### src/mmio_pkg.sv
// MMIO shared definitions
// Widths, transaction id and address types, and the 512-bit data word
// that is decoded either as a full line or as eight quadwords

package mmio_pkg;

    // ====================
    // Widths
    // ====================

    localparam int QWORD_W         = 64;
    localparam int QWORDS_PER_LINE = 8;
    localparam int LINE_W          = QWORD_W * QWORDS_PER_LINE;
    localparam int LINE_QW_BITS    = $clog2(QWORDS_PER_LINE);
    localparam int TID_W           = 9;
    localparam int ADDR_W          = 16;

    // ====================
    // Types
    // ====================

    typedef logic [QWORD_W-1:0] mmio_qword_t;
    typedef logic [TID_W-1:0]   mmio_tid_t;

    // Quadword address, not a byte address
    typedef logic [ADDR_W-1:0]  mmio_addr_t;

    // One 512-bit MMIO data word
    // Quadword 0 sits in the low bits, so a 64-bit write uses qwords[0]
    typedef union packed {
        logic [LINE_W-1:0]                 line;
        mmio_qword_t [QWORDS_PER_LINE-1:0] qwords;
    } mmio_line_u;

    // ====================
    // CSR map
    // ====================

    // Value returned by CSR 0
    localparam mmio_qword_t AFU_ID = 64'h8a3f_51c2_d7e0_4b69;

    // First quadword of the 512-bit line window
    localparam mmio_addr_t LINE_BASE = 16'd16;

endpackage

### src/afu_csr_bank.sv
// AFU CSR bank
// ID register, read/write scratch CSRs and a 512-bit line window that
// reads back as quadwords, with a fixed one-cycle read latency

module afu_csr_bank #(
    parameter int NUM_CSRS = 16
) (
    input  logic                  clk,
    input  logic                  rst_n,
    input  logic                  av_read,
    input  logic                  av_write,
    input  mmio_pkg::mmio_addr_t  av_address,
    input  mmio_pkg::mmio_qword_t av_writedata,
    output mmio_pkg::mmio_qword_t av_readdata,
    output logic                  av_readdatavalid,
    input  logic                  line_we,
    input  mmio_pkg::mmio_line_u  line_data
);

    localparam int CSR_IDX_W = $clog2(NUM_CSRS);

    // CSR 0 is the constant ID, so storage starts at index 1
    mmio_pkg::mmio_qword_t csr_q [1:NUM_CSRS-1];
    mmio_pkg::mmio_line_u  line_q;
    mmio_pkg::mmio_qword_t rd_mux;
    logic                  in_csr;
    logic                  in_line;

    // ====================
    // Address decode
    // ====================

    assign in_csr  = av_address < mmio_pkg::mmio_addr_t'(NUM_CSRS);
    assign in_line = (av_address >= mmio_pkg::LINE_BASE) &&
                     (av_address < mmio_pkg::LINE_BASE + mmio_pkg::QWORDS_PER_LINE);

    // ====================
    // Storage
    // ====================

    always_ff @(posedge clk) begin
        if (!rst_n) begin
            for (int i = 1; i < NUM_CSRS; i++) begin
                csr_q[i] <= '0;
            end
            line_q <= '0;
        end else begin
            // Writes to the ID register and to the line window are dropped
            if (av_write && in_csr && (av_address != '0)) begin
                csr_q[av_address[CSR_IDX_W-1:0]] <= av_writedata;
            end
            if (line_we) begin
                line_q <= line_data;
            end
        end
    end

    // ====================
    // Read path
    // ====================

    always_comb begin
        rd_mux = '0;
        if (in_csr) begin
            rd_mux = (av_address == '0) ? mmio_pkg::AFU_ID : csr_q[av_address[CSR_IDX_W-1:0]];
        end else if (in_line) begin
            // The line base is aligned, so the low bits pick the quadword
            rd_mux = line_q.qwords[av_address[mmio_pkg::LINE_QW_BITS-1:0]];
        end
    end

    always_ff @(posedge clk) begin
        if (!rst_n) begin
            av_readdatavalid <= 1'b0;
        end else begin
            av_readdatavalid <= av_read;
        end
    end

    // Read data is only looked at with av_readdatavalid
    always_ff @(posedge clk) begin
        if (av_read) begin
            av_readdata <= rd_mux;
        end
    end

endmodule

### src/mmio_afu_top.sv
// MMIO AFU front end
// Host requests are split by length, mapped onto a 64-bit Avalon bridge
// or a write-only 512-bit bridge, served by one CSR bank and answered
// through the response encoder

module mmio_afu_top #(
    parameter int NUM_CSRS           = 16,
    parameter int MAX_OUTSTANDING_RD = 4
) (
    input  logic                  clk,
    input  logic                  rst_n,
    input  logic                  req_valid,
    input  logic                  req_write,
    input  logic                  req_is512,
    input  mmio_pkg::mmio_addr_t  req_addr,
    input  mmio_pkg::mmio_tid_t   req_tid,
    input  mmio_pkg::mmio_line_u  req_data,
    output logic                  rsp_valid,
    output mmio_pkg::mmio_tid_t   rsp_tid,
    output mmio_pkg::mmio_qword_t rsp_data,
    output logic                  bad_len_err,
    output logic                  misalign_err
);

    // ====================
    // Splitter outputs
    // ====================

    logic                  m64_valid;
    logic                  m64_write;
    mmio_pkg::mmio_addr_t  m64_addr;
    mmio_pkg::mmio_tid_t   m64_tid;
    mmio_pkg::mmio_qword_t m64_data;
    logic                  m512_valid;
    mmio_pkg::mmio_addr_t  m512_addr;
    mmio_pkg::mmio_line_u  m512_data;

    // ====================
    // Bridge and bank wires
    // ====================

    logic                  av_read;
    logic                  av_write;
    mmio_pkg::mmio_addr_t  av_address;
    mmio_pkg::mmio_qword_t av_writedata;
    mmio_pkg::mmio_qword_t av_readdata;
    logic                  av_readdatavalid;
    logic                  line_we;
    mmio_pkg::mmio_line_u  line_data;
    logic                  rd_valid;
    mmio_pkg::mmio_tid_t   rd_tid;
    mmio_pkg::mmio_qword_t rd_data;

    // Input side
    mmio_req_split u_req_split (
        .clk         (clk),
        .rst_n       (rst_n),
        .req_valid   (req_valid),
        .req_write   (req_write),
        .req_is512   (req_is512),
        .req_addr    (req_addr),
        .req_tid     (req_tid),
        .req_data    (req_data),
        .m64_valid   (m64_valid),
        .m64_write   (m64_write),
        .m64_addr    (m64_addr),
        .m64_tid     (m64_tid),
        .m64_data    (m64_data),
        .m512_valid  (m512_valid),
        .m512_addr   (m512_addr),
        .m512_data   (m512_data),
        .bad_len_err (bad_len_err)
    );

    // 64-bit path, reads and writes
    mmio_avmm64_bridge #(
        .MAX_OUTSTANDING_RD (MAX_OUTSTANDING_RD)
    ) u_avmm64_bridge (
        .clk              (clk),
        .rst_n            (rst_n),
        .m64_valid        (m64_valid),
        .m64_write        (m64_write),
        .m64_addr         (m64_addr),
        .m64_tid          (m64_tid),
        .m64_data         (m64_data),
        .av_read          (av_read),
        .av_write         (av_write),
        .av_address       (av_address),
        .av_writedata     (av_writedata),
        .av_readdata      (av_readdata),
        .av_readdatavalid (av_readdatavalid),
        .rd_valid         (rd_valid),
        .rd_tid           (rd_tid),
        .rd_data          (rd_data)
    );

    // 512-bit path, writes only
    mmio_avmm512_wr_bridge u_avmm512_wr_bridge (
        .clk          (clk),
        .rst_n        (rst_n),
        .m512_valid   (m512_valid),
        .m512_addr    (m512_addr),
        .m512_data    (m512_data),
        .line_we      (line_we),
        .line_data    (line_data),
        .misalign_err (misalign_err)
    );

    afu_csr_bank #(
        .NUM_CSRS (NUM_CSRS)
    ) u_csr_bank (
        .clk              (clk),
        .rst_n            (rst_n),
        .av_read          (av_read),
        .av_write         (av_write),
        .av_address       (av_address),
        .av_writedata     (av_writedata),
        .av_readdata      (av_readdata),
        .av_readdatavalid (av_readdatavalid),
        .line_we          (line_we),
        .line_data        (line_data)
    );

    // Output side
    mmio_rsp_encode u_rsp_encode (
        .clk       (clk),
        .rst_n     (rst_n),
        .rd_valid  (rd_valid),
        .rd_tid    (rd_tid),
        .rd_data   (rd_data),
        .rsp_valid (rsp_valid),
        .rsp_tid   (rsp_tid),
        .rsp_data  (rsp_data)
    );

endmodule

### src/mmio_avmm512_wr_bridge.sv
// Write-only 512-bit MMIO bridge
// Checks line alignment and turns a write at the line window base
// into a line write toward the CSR bank

module mmio_avmm512_wr_bridge (
    input  logic                 clk,
    input  logic                 rst_n,
    input  logic                 m512_valid,
    input  mmio_pkg::mmio_addr_t m512_addr,
    input  mmio_pkg::mmio_line_u m512_data,
    output logic                 line_we,
    output mmio_pkg::mmio_line_u line_data,
    output logic                 misalign_err
);

    logic misaligned;

    // Low address bits select a quadword inside a line
    assign misaligned = |m512_addr[mmio_pkg::LINE_QW_BITS-1:0];

    // The bank stores the line at the next edge, which keeps 512-bit
    // writes at the same depth as 64-bit writes
    assign line_we   = m512_valid && (m512_addr == mmio_pkg::LINE_BASE);
    assign line_data = m512_data;

    // Aligned lines outside the window fall through with no error
    always_ff @(posedge clk) begin
        if (!rst_n) begin
            misalign_err <= 1'b0;
        end else begin
            misalign_err <= m512_valid && misaligned;
        end
    end

endmodule

### src/mmio_avmm64_bridge.sv
// 64-bit MMIO to Avalon bridge
// Turns request strobes into Avalon reads and writes and pairs returning
// read data with the transaction ids of the reads, oldest first

module mmio_avmm64_bridge #(
    parameter int MAX_OUTSTANDING_RD = 4
) (
    input  logic                  clk,
    input  logic                  rst_n,
    input  logic                  m64_valid,
    input  logic                  m64_write,
    input  mmio_pkg::mmio_addr_t  m64_addr,
    input  mmio_pkg::mmio_tid_t   m64_tid,
    input  mmio_pkg::mmio_qword_t m64_data,
    output logic                  av_read,
    output logic                  av_write,
    output mmio_pkg::mmio_addr_t  av_address,
    output mmio_pkg::mmio_qword_t av_writedata,
    input  mmio_pkg::mmio_qword_t av_readdata,
    input  logic                  av_readdatavalid,
    output logic                  rd_valid,
    output mmio_pkg::mmio_tid_t   rd_tid,
    output mmio_pkg::mmio_qword_t rd_data
);

    localparam int PTR_W = (MAX_OUTSTANDING_RD > 1) ? $clog2(MAX_OUTSTANDING_RD) : 1;

    // Tid FIFO, one entry per read in flight toward the CSR bank
    mmio_pkg::mmio_tid_t tid_fifo [MAX_OUTSTANDING_RD];
    logic [PTR_W-1:0]    wr_ptr;
    logic [PTR_W-1:0]    rd_ptr;

    // ====================
    // Avalon request side
    // ====================

    // The bank has fixed latency, so requests issue in the strobe cycle
    assign av_read      = m64_valid && !m64_write;
    assign av_write     = m64_valid && m64_write;
    assign av_address   = m64_addr;
    assign av_writedata = m64_data;

    // Pointers wrap at the queue depth, which need not be a power of two
    always_ff @(posedge clk) begin
        if (!rst_n) begin
            wr_ptr <= '0;
            rd_ptr <= '0;
        end else begin
            if (av_read) begin
                wr_ptr <= (wr_ptr == PTR_W'(MAX_OUTSTANDING_RD - 1)) ? '0 : wr_ptr + 1'b1;
            end
            if (av_readdatavalid) begin
                rd_ptr <= (rd_ptr == PTR_W'(MAX_OUTSTANDING_RD - 1)) ? '0 : rd_ptr + 1'b1;
            end
        end
    end

    // Storage holds only payload, the pointers say what is valid
    always_ff @(posedge clk) begin
        if (av_read) begin
            tid_fifo[wr_ptr] <= m64_tid;
        end
    end

    // ====================
    // Read completion side
    // ====================

    // Data returns in request order, so the head entry is its tid
    assign rd_valid = av_readdatavalid;
    assign rd_tid   = tid_fifo[rd_ptr];
    assign rd_data  = av_readdata;

endmodule

### src/mmio_req_split.sv
// MMIO request splitter
// Registers host requests and steers them by length to the 64-bit path
// or the write-only 512-bit path, flagging 512-bit reads as illegal

module mmio_req_split (
    input  logic                  clk,
    input  logic                  rst_n,
    input  logic                  req_valid,
    input  logic                  req_write,
    input  logic                  req_is512,
    input  mmio_pkg::mmio_addr_t  req_addr,
    input  mmio_pkg::mmio_tid_t   req_tid,
    input  mmio_pkg::mmio_line_u  req_data,
    output logic                  m64_valid,
    output logic                  m64_write,
    output mmio_pkg::mmio_addr_t  m64_addr,
    output mmio_pkg::mmio_tid_t   m64_tid,
    output mmio_pkg::mmio_qword_t m64_data,
    output logic                  m512_valid,
    output mmio_pkg::mmio_addr_t  m512_addr,
    output mmio_pkg::mmio_line_u  m512_data,
    output logic                  bad_len_err
);

    // Payload is shared by both paths, only the strobes are steered
    mmio_pkg::mmio_addr_t addr_q;
    mmio_pkg::mmio_tid_t  tid_q;
    mmio_pkg::mmio_line_u data_q;
    logic                 write_q;

    // Strobes and the error pulse
    always_ff @(posedge clk) begin
        if (!rst_n) begin
            m64_valid   <= 1'b0;
            m512_valid  <= 1'b0;
            bad_len_err <= 1'b0;
        end else begin
            m64_valid   <= req_valid && !req_is512;
            m512_valid  <= req_valid && req_is512 && req_write;
            // A 512-bit read has no path, so it is dropped here
            bad_len_err <= req_valid && req_is512 && !req_write;
        end
    end

    // Request fields, captured only when a request arrives
    always_ff @(posedge clk) begin
        if (req_valid) begin
            addr_q  <= req_addr;
            tid_q   <= req_tid;
            data_q  <= req_data;
            write_q <= req_write;
        end
    end

    assign m64_write = write_q;
    assign m64_addr  = addr_q;
    assign m64_tid   = tid_q;
    // A 64-bit write carries its data in quadword 0
    assign m64_data  = data_q.qwords[0];

    assign m512_addr = addr_q;
    assign m512_data = data_q;

endmodule

### src/mmio_rsp_encode.sv
// MMIO response encoder
// Registers each completed read onto the host response port

module mmio_rsp_encode (
    input  logic                  clk,
    input  logic                  rst_n,
    input  logic                  rd_valid,
    input  mmio_pkg::mmio_tid_t   rd_tid,
    input  mmio_pkg::mmio_qword_t rd_data,
    output logic                  rsp_valid,
    output mmio_pkg::mmio_tid_t   rsp_tid,
    output mmio_pkg::mmio_qword_t rsp_data
);

    // The strobe drops in any cycle with no completion
    always_ff @(posedge clk) begin
        if (!rst_n) begin
            rsp_valid <= 1'b0;
        end else begin
            rsp_valid <= rd_valid;
        end
    end

    // Tid and data hold their last value between responses
    always_ff @(posedge clk) begin
        if (rd_valid) begin
            rsp_tid  <= rd_tid;
            rsp_data <= rd_data;
        end
    end

endmodule

### config.mk
export PLATFORM = sky130hd
export DESIGN_NAME = mmio_afu_top
export DESIGN_NICKNAME = d
export VERILOG_FILES = /design/src/mmio_pkg.sv /design/src/afu_csr_bank.sv /design/src/mmio_afu_top.sv /design/src/mmio_avmm512_wr_bridge.sv /design/src/mmio_avmm64_bridge.sv /design/src/mmio_req_split.sv /design/src/mmio_rsp_encode.sv
export SDC_FILE = /design/constraint.sdc
export NUM_CORES = 2
export LEC_CHECK = 0
export ABC_AREA = 1
export BUFFER_PORTS_ARGS = -buffer_cell sky130_fd_sc_hd__buf_2
export CORE_ASPECT_RATIO = 2
export CORE_MARGIN = 2
export CORE_UTILIZATION = 45
export CTS_BUF_LIST = sky130_fd_sc_hd__clkbuf_4
export CTS_CLUSTER_DIAMETER = 100
export DETAILED_ROUTE_END_ITERATION = 12
export PLACE_DENSITY = 0.67
export SLEW_MARGIN = 10
export SYNTH_ARGS = -nofsm -noshare
export SYNTH_HDL_FRONTEND = slang
export SYNTH_SLANG_ARGS = --single-unit
### constraint.sdc
create_clock -name clk -period 13.25 [get_ports clk]
set_input_delay 1.325 -clock clk [delete_from_list [all_inputs] [get_ports clk]]
set_output_delay 1.325 -clock clk [all_outputs]
set_load 0.02 [all_outputs]
==> out/metrics.csv <==
metric,value,unit
outcome,"complete, no violations",
power.total,14.8,mW
synth_area,92100,sq um
ctsHoldBuffers,0,
vias,67200,
powerDensity,143,nW/um^2
synth.top_cells.by_count,"nor2_1, edfxtp_1, nand2_1",
ys_seq_elements,2261,
synth-simple-area-share,17.3,%
cp.required,14380,ps
yosysMostFrequentCell,nor2_1,
grt_use_total,25.7,%
nets,10100,
drt_iter0_drc,6375,
wl_met2,133000,um
rows,234,
start_util,45.3,%
dieArea,209000,sq um
fin_ws,7650,ps
antenna_left,0,
gp_congestion,0.877,
wl,271000,um
synth_flop_cell,edfxtp_1,
grt_start_max_net_pins,271,
tightest_slew,1270,ps
multiInputGateArea,23400,sq um
leakagePower,41.8,nW
synthToLayoutAreaGrowth,12.7,%
drv_cap,0,
postCtsSetupBuffers,0,
drv_slew,0,
crit_path_end_kind,flop,
clock_skew,90.4,ps
ys_warn_count,0,
root_buffer,clkbuf_4,
grt_pass1_vias,67900,
design_area,104000,sq um
peakVddDrop,0.000112,V
cts_sinks,2261,
seq_area,62600,sq um
synth_cell_types,33,
cp-start-kind,flop,
setup-tns-final,0,ps
synth_compound_area_share,7.52,%
synth_area_leader_cell,edfxtp_1,
ys_seq_area_share,68.0,%
die_x,324,um
synth_edf_count,1735,
htreeDepth,6,
period_share,42.2,%
worstHoldPathType,primary input to flop,
cp_max_fo,270,
core_area,203000,sq um
slew_headroom,15.5,%
crit_chain,buf_4 -> nor2_2 -> nand2_2 -> buf_4 -> inv_2 -> nand3_4 -> buf_4 -> buf_4 -> buf_12 -> nor2_1 -> a211oi_1,
critical-path-slowest-cell,buf_4,
gr-total-overflow,0,
setup_viol,0,
die_y,644,um
period_needed,5600,ps
grt_setup_unrepaired,no,
netlist.area_leader.share,56.6,%
yosys-top-cells-area,"edfxtp_1, dfxtp_1, nor2_1",
ioPinCount,618,
synth_cells,8899,
clk_latency,1250,ps
viasPerCell,5.30,
ys_async_sr_fraction,0,%
hold_viol,0,
cts_tree,done,
firstDrtPassIters,8,
fillers,18400,
synth_top_family_by_area,simple AND/OR/NAND/NOR gates,
drive_gt1_share,16.2,%
grt_pass1_wl,404000,um
topRoutingLayerUsed,met5,
max_stage_delay,890,ps
drt-met1-wl,101000,um
dp_hpwl,164000,um
wl_met3,23600,um
max_freq,0.179,GHz
drc,0,
clk_pin_slew,80,ps
worstSetupPathType,flop to flop,
port-buffer-count,617,
synth_xor_area_share,0,%
place_ws,7890,ps
syn_avg_cell_area,10.4,sq um
antenna_found_initial,19,
ctsResizeCount,0,
dpl_cell_area,96900,sq um
wire_per_inst,21.4,um
cp_common_cell,buf_4,
cts_buffers,524,
synth.area.mux_share,0,%
crit_arrival,6730,ps
synth_fa_ha_area_share,0.0679,%
clock_path_buffers,4,
-- report_power, final --
| part | internal, mW | total (mW) | switching (mW) |
|---|---|---|---|
| clock | 2.99 | 5.76 | 2.77 |
| combinational | 0.270 | 1.05 | 0.783 |
| sequential | 7.86 | 7.99 | 0.134 |
-- worst max-delay path: cells and delay by family (launching register included) --
kind / cells / cell delay [ps]
DFF: 1 / 320
buffers and inverters: 6 / 3460
AOI/OAI and AO/OA: 1 / 290
and+or+nand+nor: 4 / 1050
-- through the flow --
| stage | util [%] | instances | hold WS [ps] |
|---|---|---|---|
| 2_1_floorplan | - | 8962 | 400 |
| 3_3_place_gp | 47.7 | 11700 | 403 |
| 3_5_place_dp | 47.7 | 11700 | 405 |
| 4_1_cts | 51.1 | 12700 | 82.9 |
| 5_1_grt | 51.1 | 12700 | 136 |
| 6_report | 51.1 | 12700 | 232 |
-- path summary, 6_finish.rpt --
path                                                  from                    endpoint  slack [ps]  cells after the start
worst max-delay path              u_req_split.m512_addr[2]       u_csr_bank.line_q[53]        7650                     11
worst min-delay path                         req_data[450]  u_req_split.m512_data[450]         230                      1
worst max register to register    u_req_split.m512_addr[2]       u_csr_bank.line_q[53]        7650                     11
worst min register to register  u_csr_bank.av_readdata[37]   u_rsp_encode.rsp_data[37]         410                      0
-- area by class of cell --
type,count,share of cell area (%)
sequential,2261,60.3
multi-input combinational,5097,22.5
clock buffer,770,5.57
timing repair buffer,713,3.75
inverter,962,3.50
tap,2714,3.27
clock inverter,146,1.02
antenna,14,0.0337
-- cells by family (layout without fill, tap and decap cells) --
| logic type | after synthesis | in the layout |
|---|---|---|
| adder cells (fa/ha/maj) | 5 | 5 |
| other | 1 | 78 |
| buffers and inverters | 1604 | 2591 |
| AND/OR/NAND/NOR | 4042 | 4042 |
| AO/OA/AOI/OAI | 986 | 986 |
| flip-flops | 2261 | 2261 |
-- state kept, by name, summed over array words and instances, names as in the netlist, named ones only --
| register | cells |
|---|---|
| u_csr_bank.csr_q | 1024 |
| u_csr_bank.line_q | 512 |
| u_req_split.m512_data | 512 |
| u_csr_bank.av_readdata | 64 |
| u_rsp_encode.rsp_data | 64 |
| u_avmm64_bridge.tid_fifo | 36 |
| u_req_split.m512_addr | 16 |
| u_req_split.m64_tid | 9 |
| u_rsp_encode.rsp_tid | 9 |
| u_avmm64_bridge.rd_ptr | 2 |
| u_avmm64_bridge.wr_ptr | 2 |
| u_avmm512_wr_bridge.misalign_err | 1 |
| u_csr_bank.av_readdatavalid | 1 |
| u_req_split.bad_len_err | 1 |
| u_req_split.m512_valid | 1 |
| u_req_split.m64_valid | 1 |
| u_req_split.m64_write | 1 |
| u_rsp_encode.rsp_valid | 1 |
-- cell usage in the layout (no fill, tap or decap), drive strengths merged --
cell type / Yosys / layout
nor2: 1790 / 1790
edfxtp: 1735 / 1735
nand2: 1715 / 1715
inv: 961 / 976
clkbuf: 419 / 770
buf: 223 / 713
nand3: 531 / 531
dfxtp: 526 / 526
a211oi: 513 / 513
o21ai: 227 / 227
o2111ai: 126 / 126
clkinv: 1 / 109
o211ai: 87 / 87
conb: 1 / 64
a21oi: 23 / 23
bufinv: 0 / 16
diode: 0 / 14
o22ai: 9 / 9
clkinvlp: 0 / 7
ha: 5 / 5
nor3: 3 / 3
or2: 1 / 1
a22oi: 1 / 1
nand4: 1 / 1
nor3b: 1 / 1
-- metal layers --
metal	vias up	track usage [%]
met5	-	0
met4	8	13.0
met3	774	5.16
met2	3291	43.2
met1	32000	31.3
li1	31200	-
No activity file was read; power rests on OpenSTA's default activity.
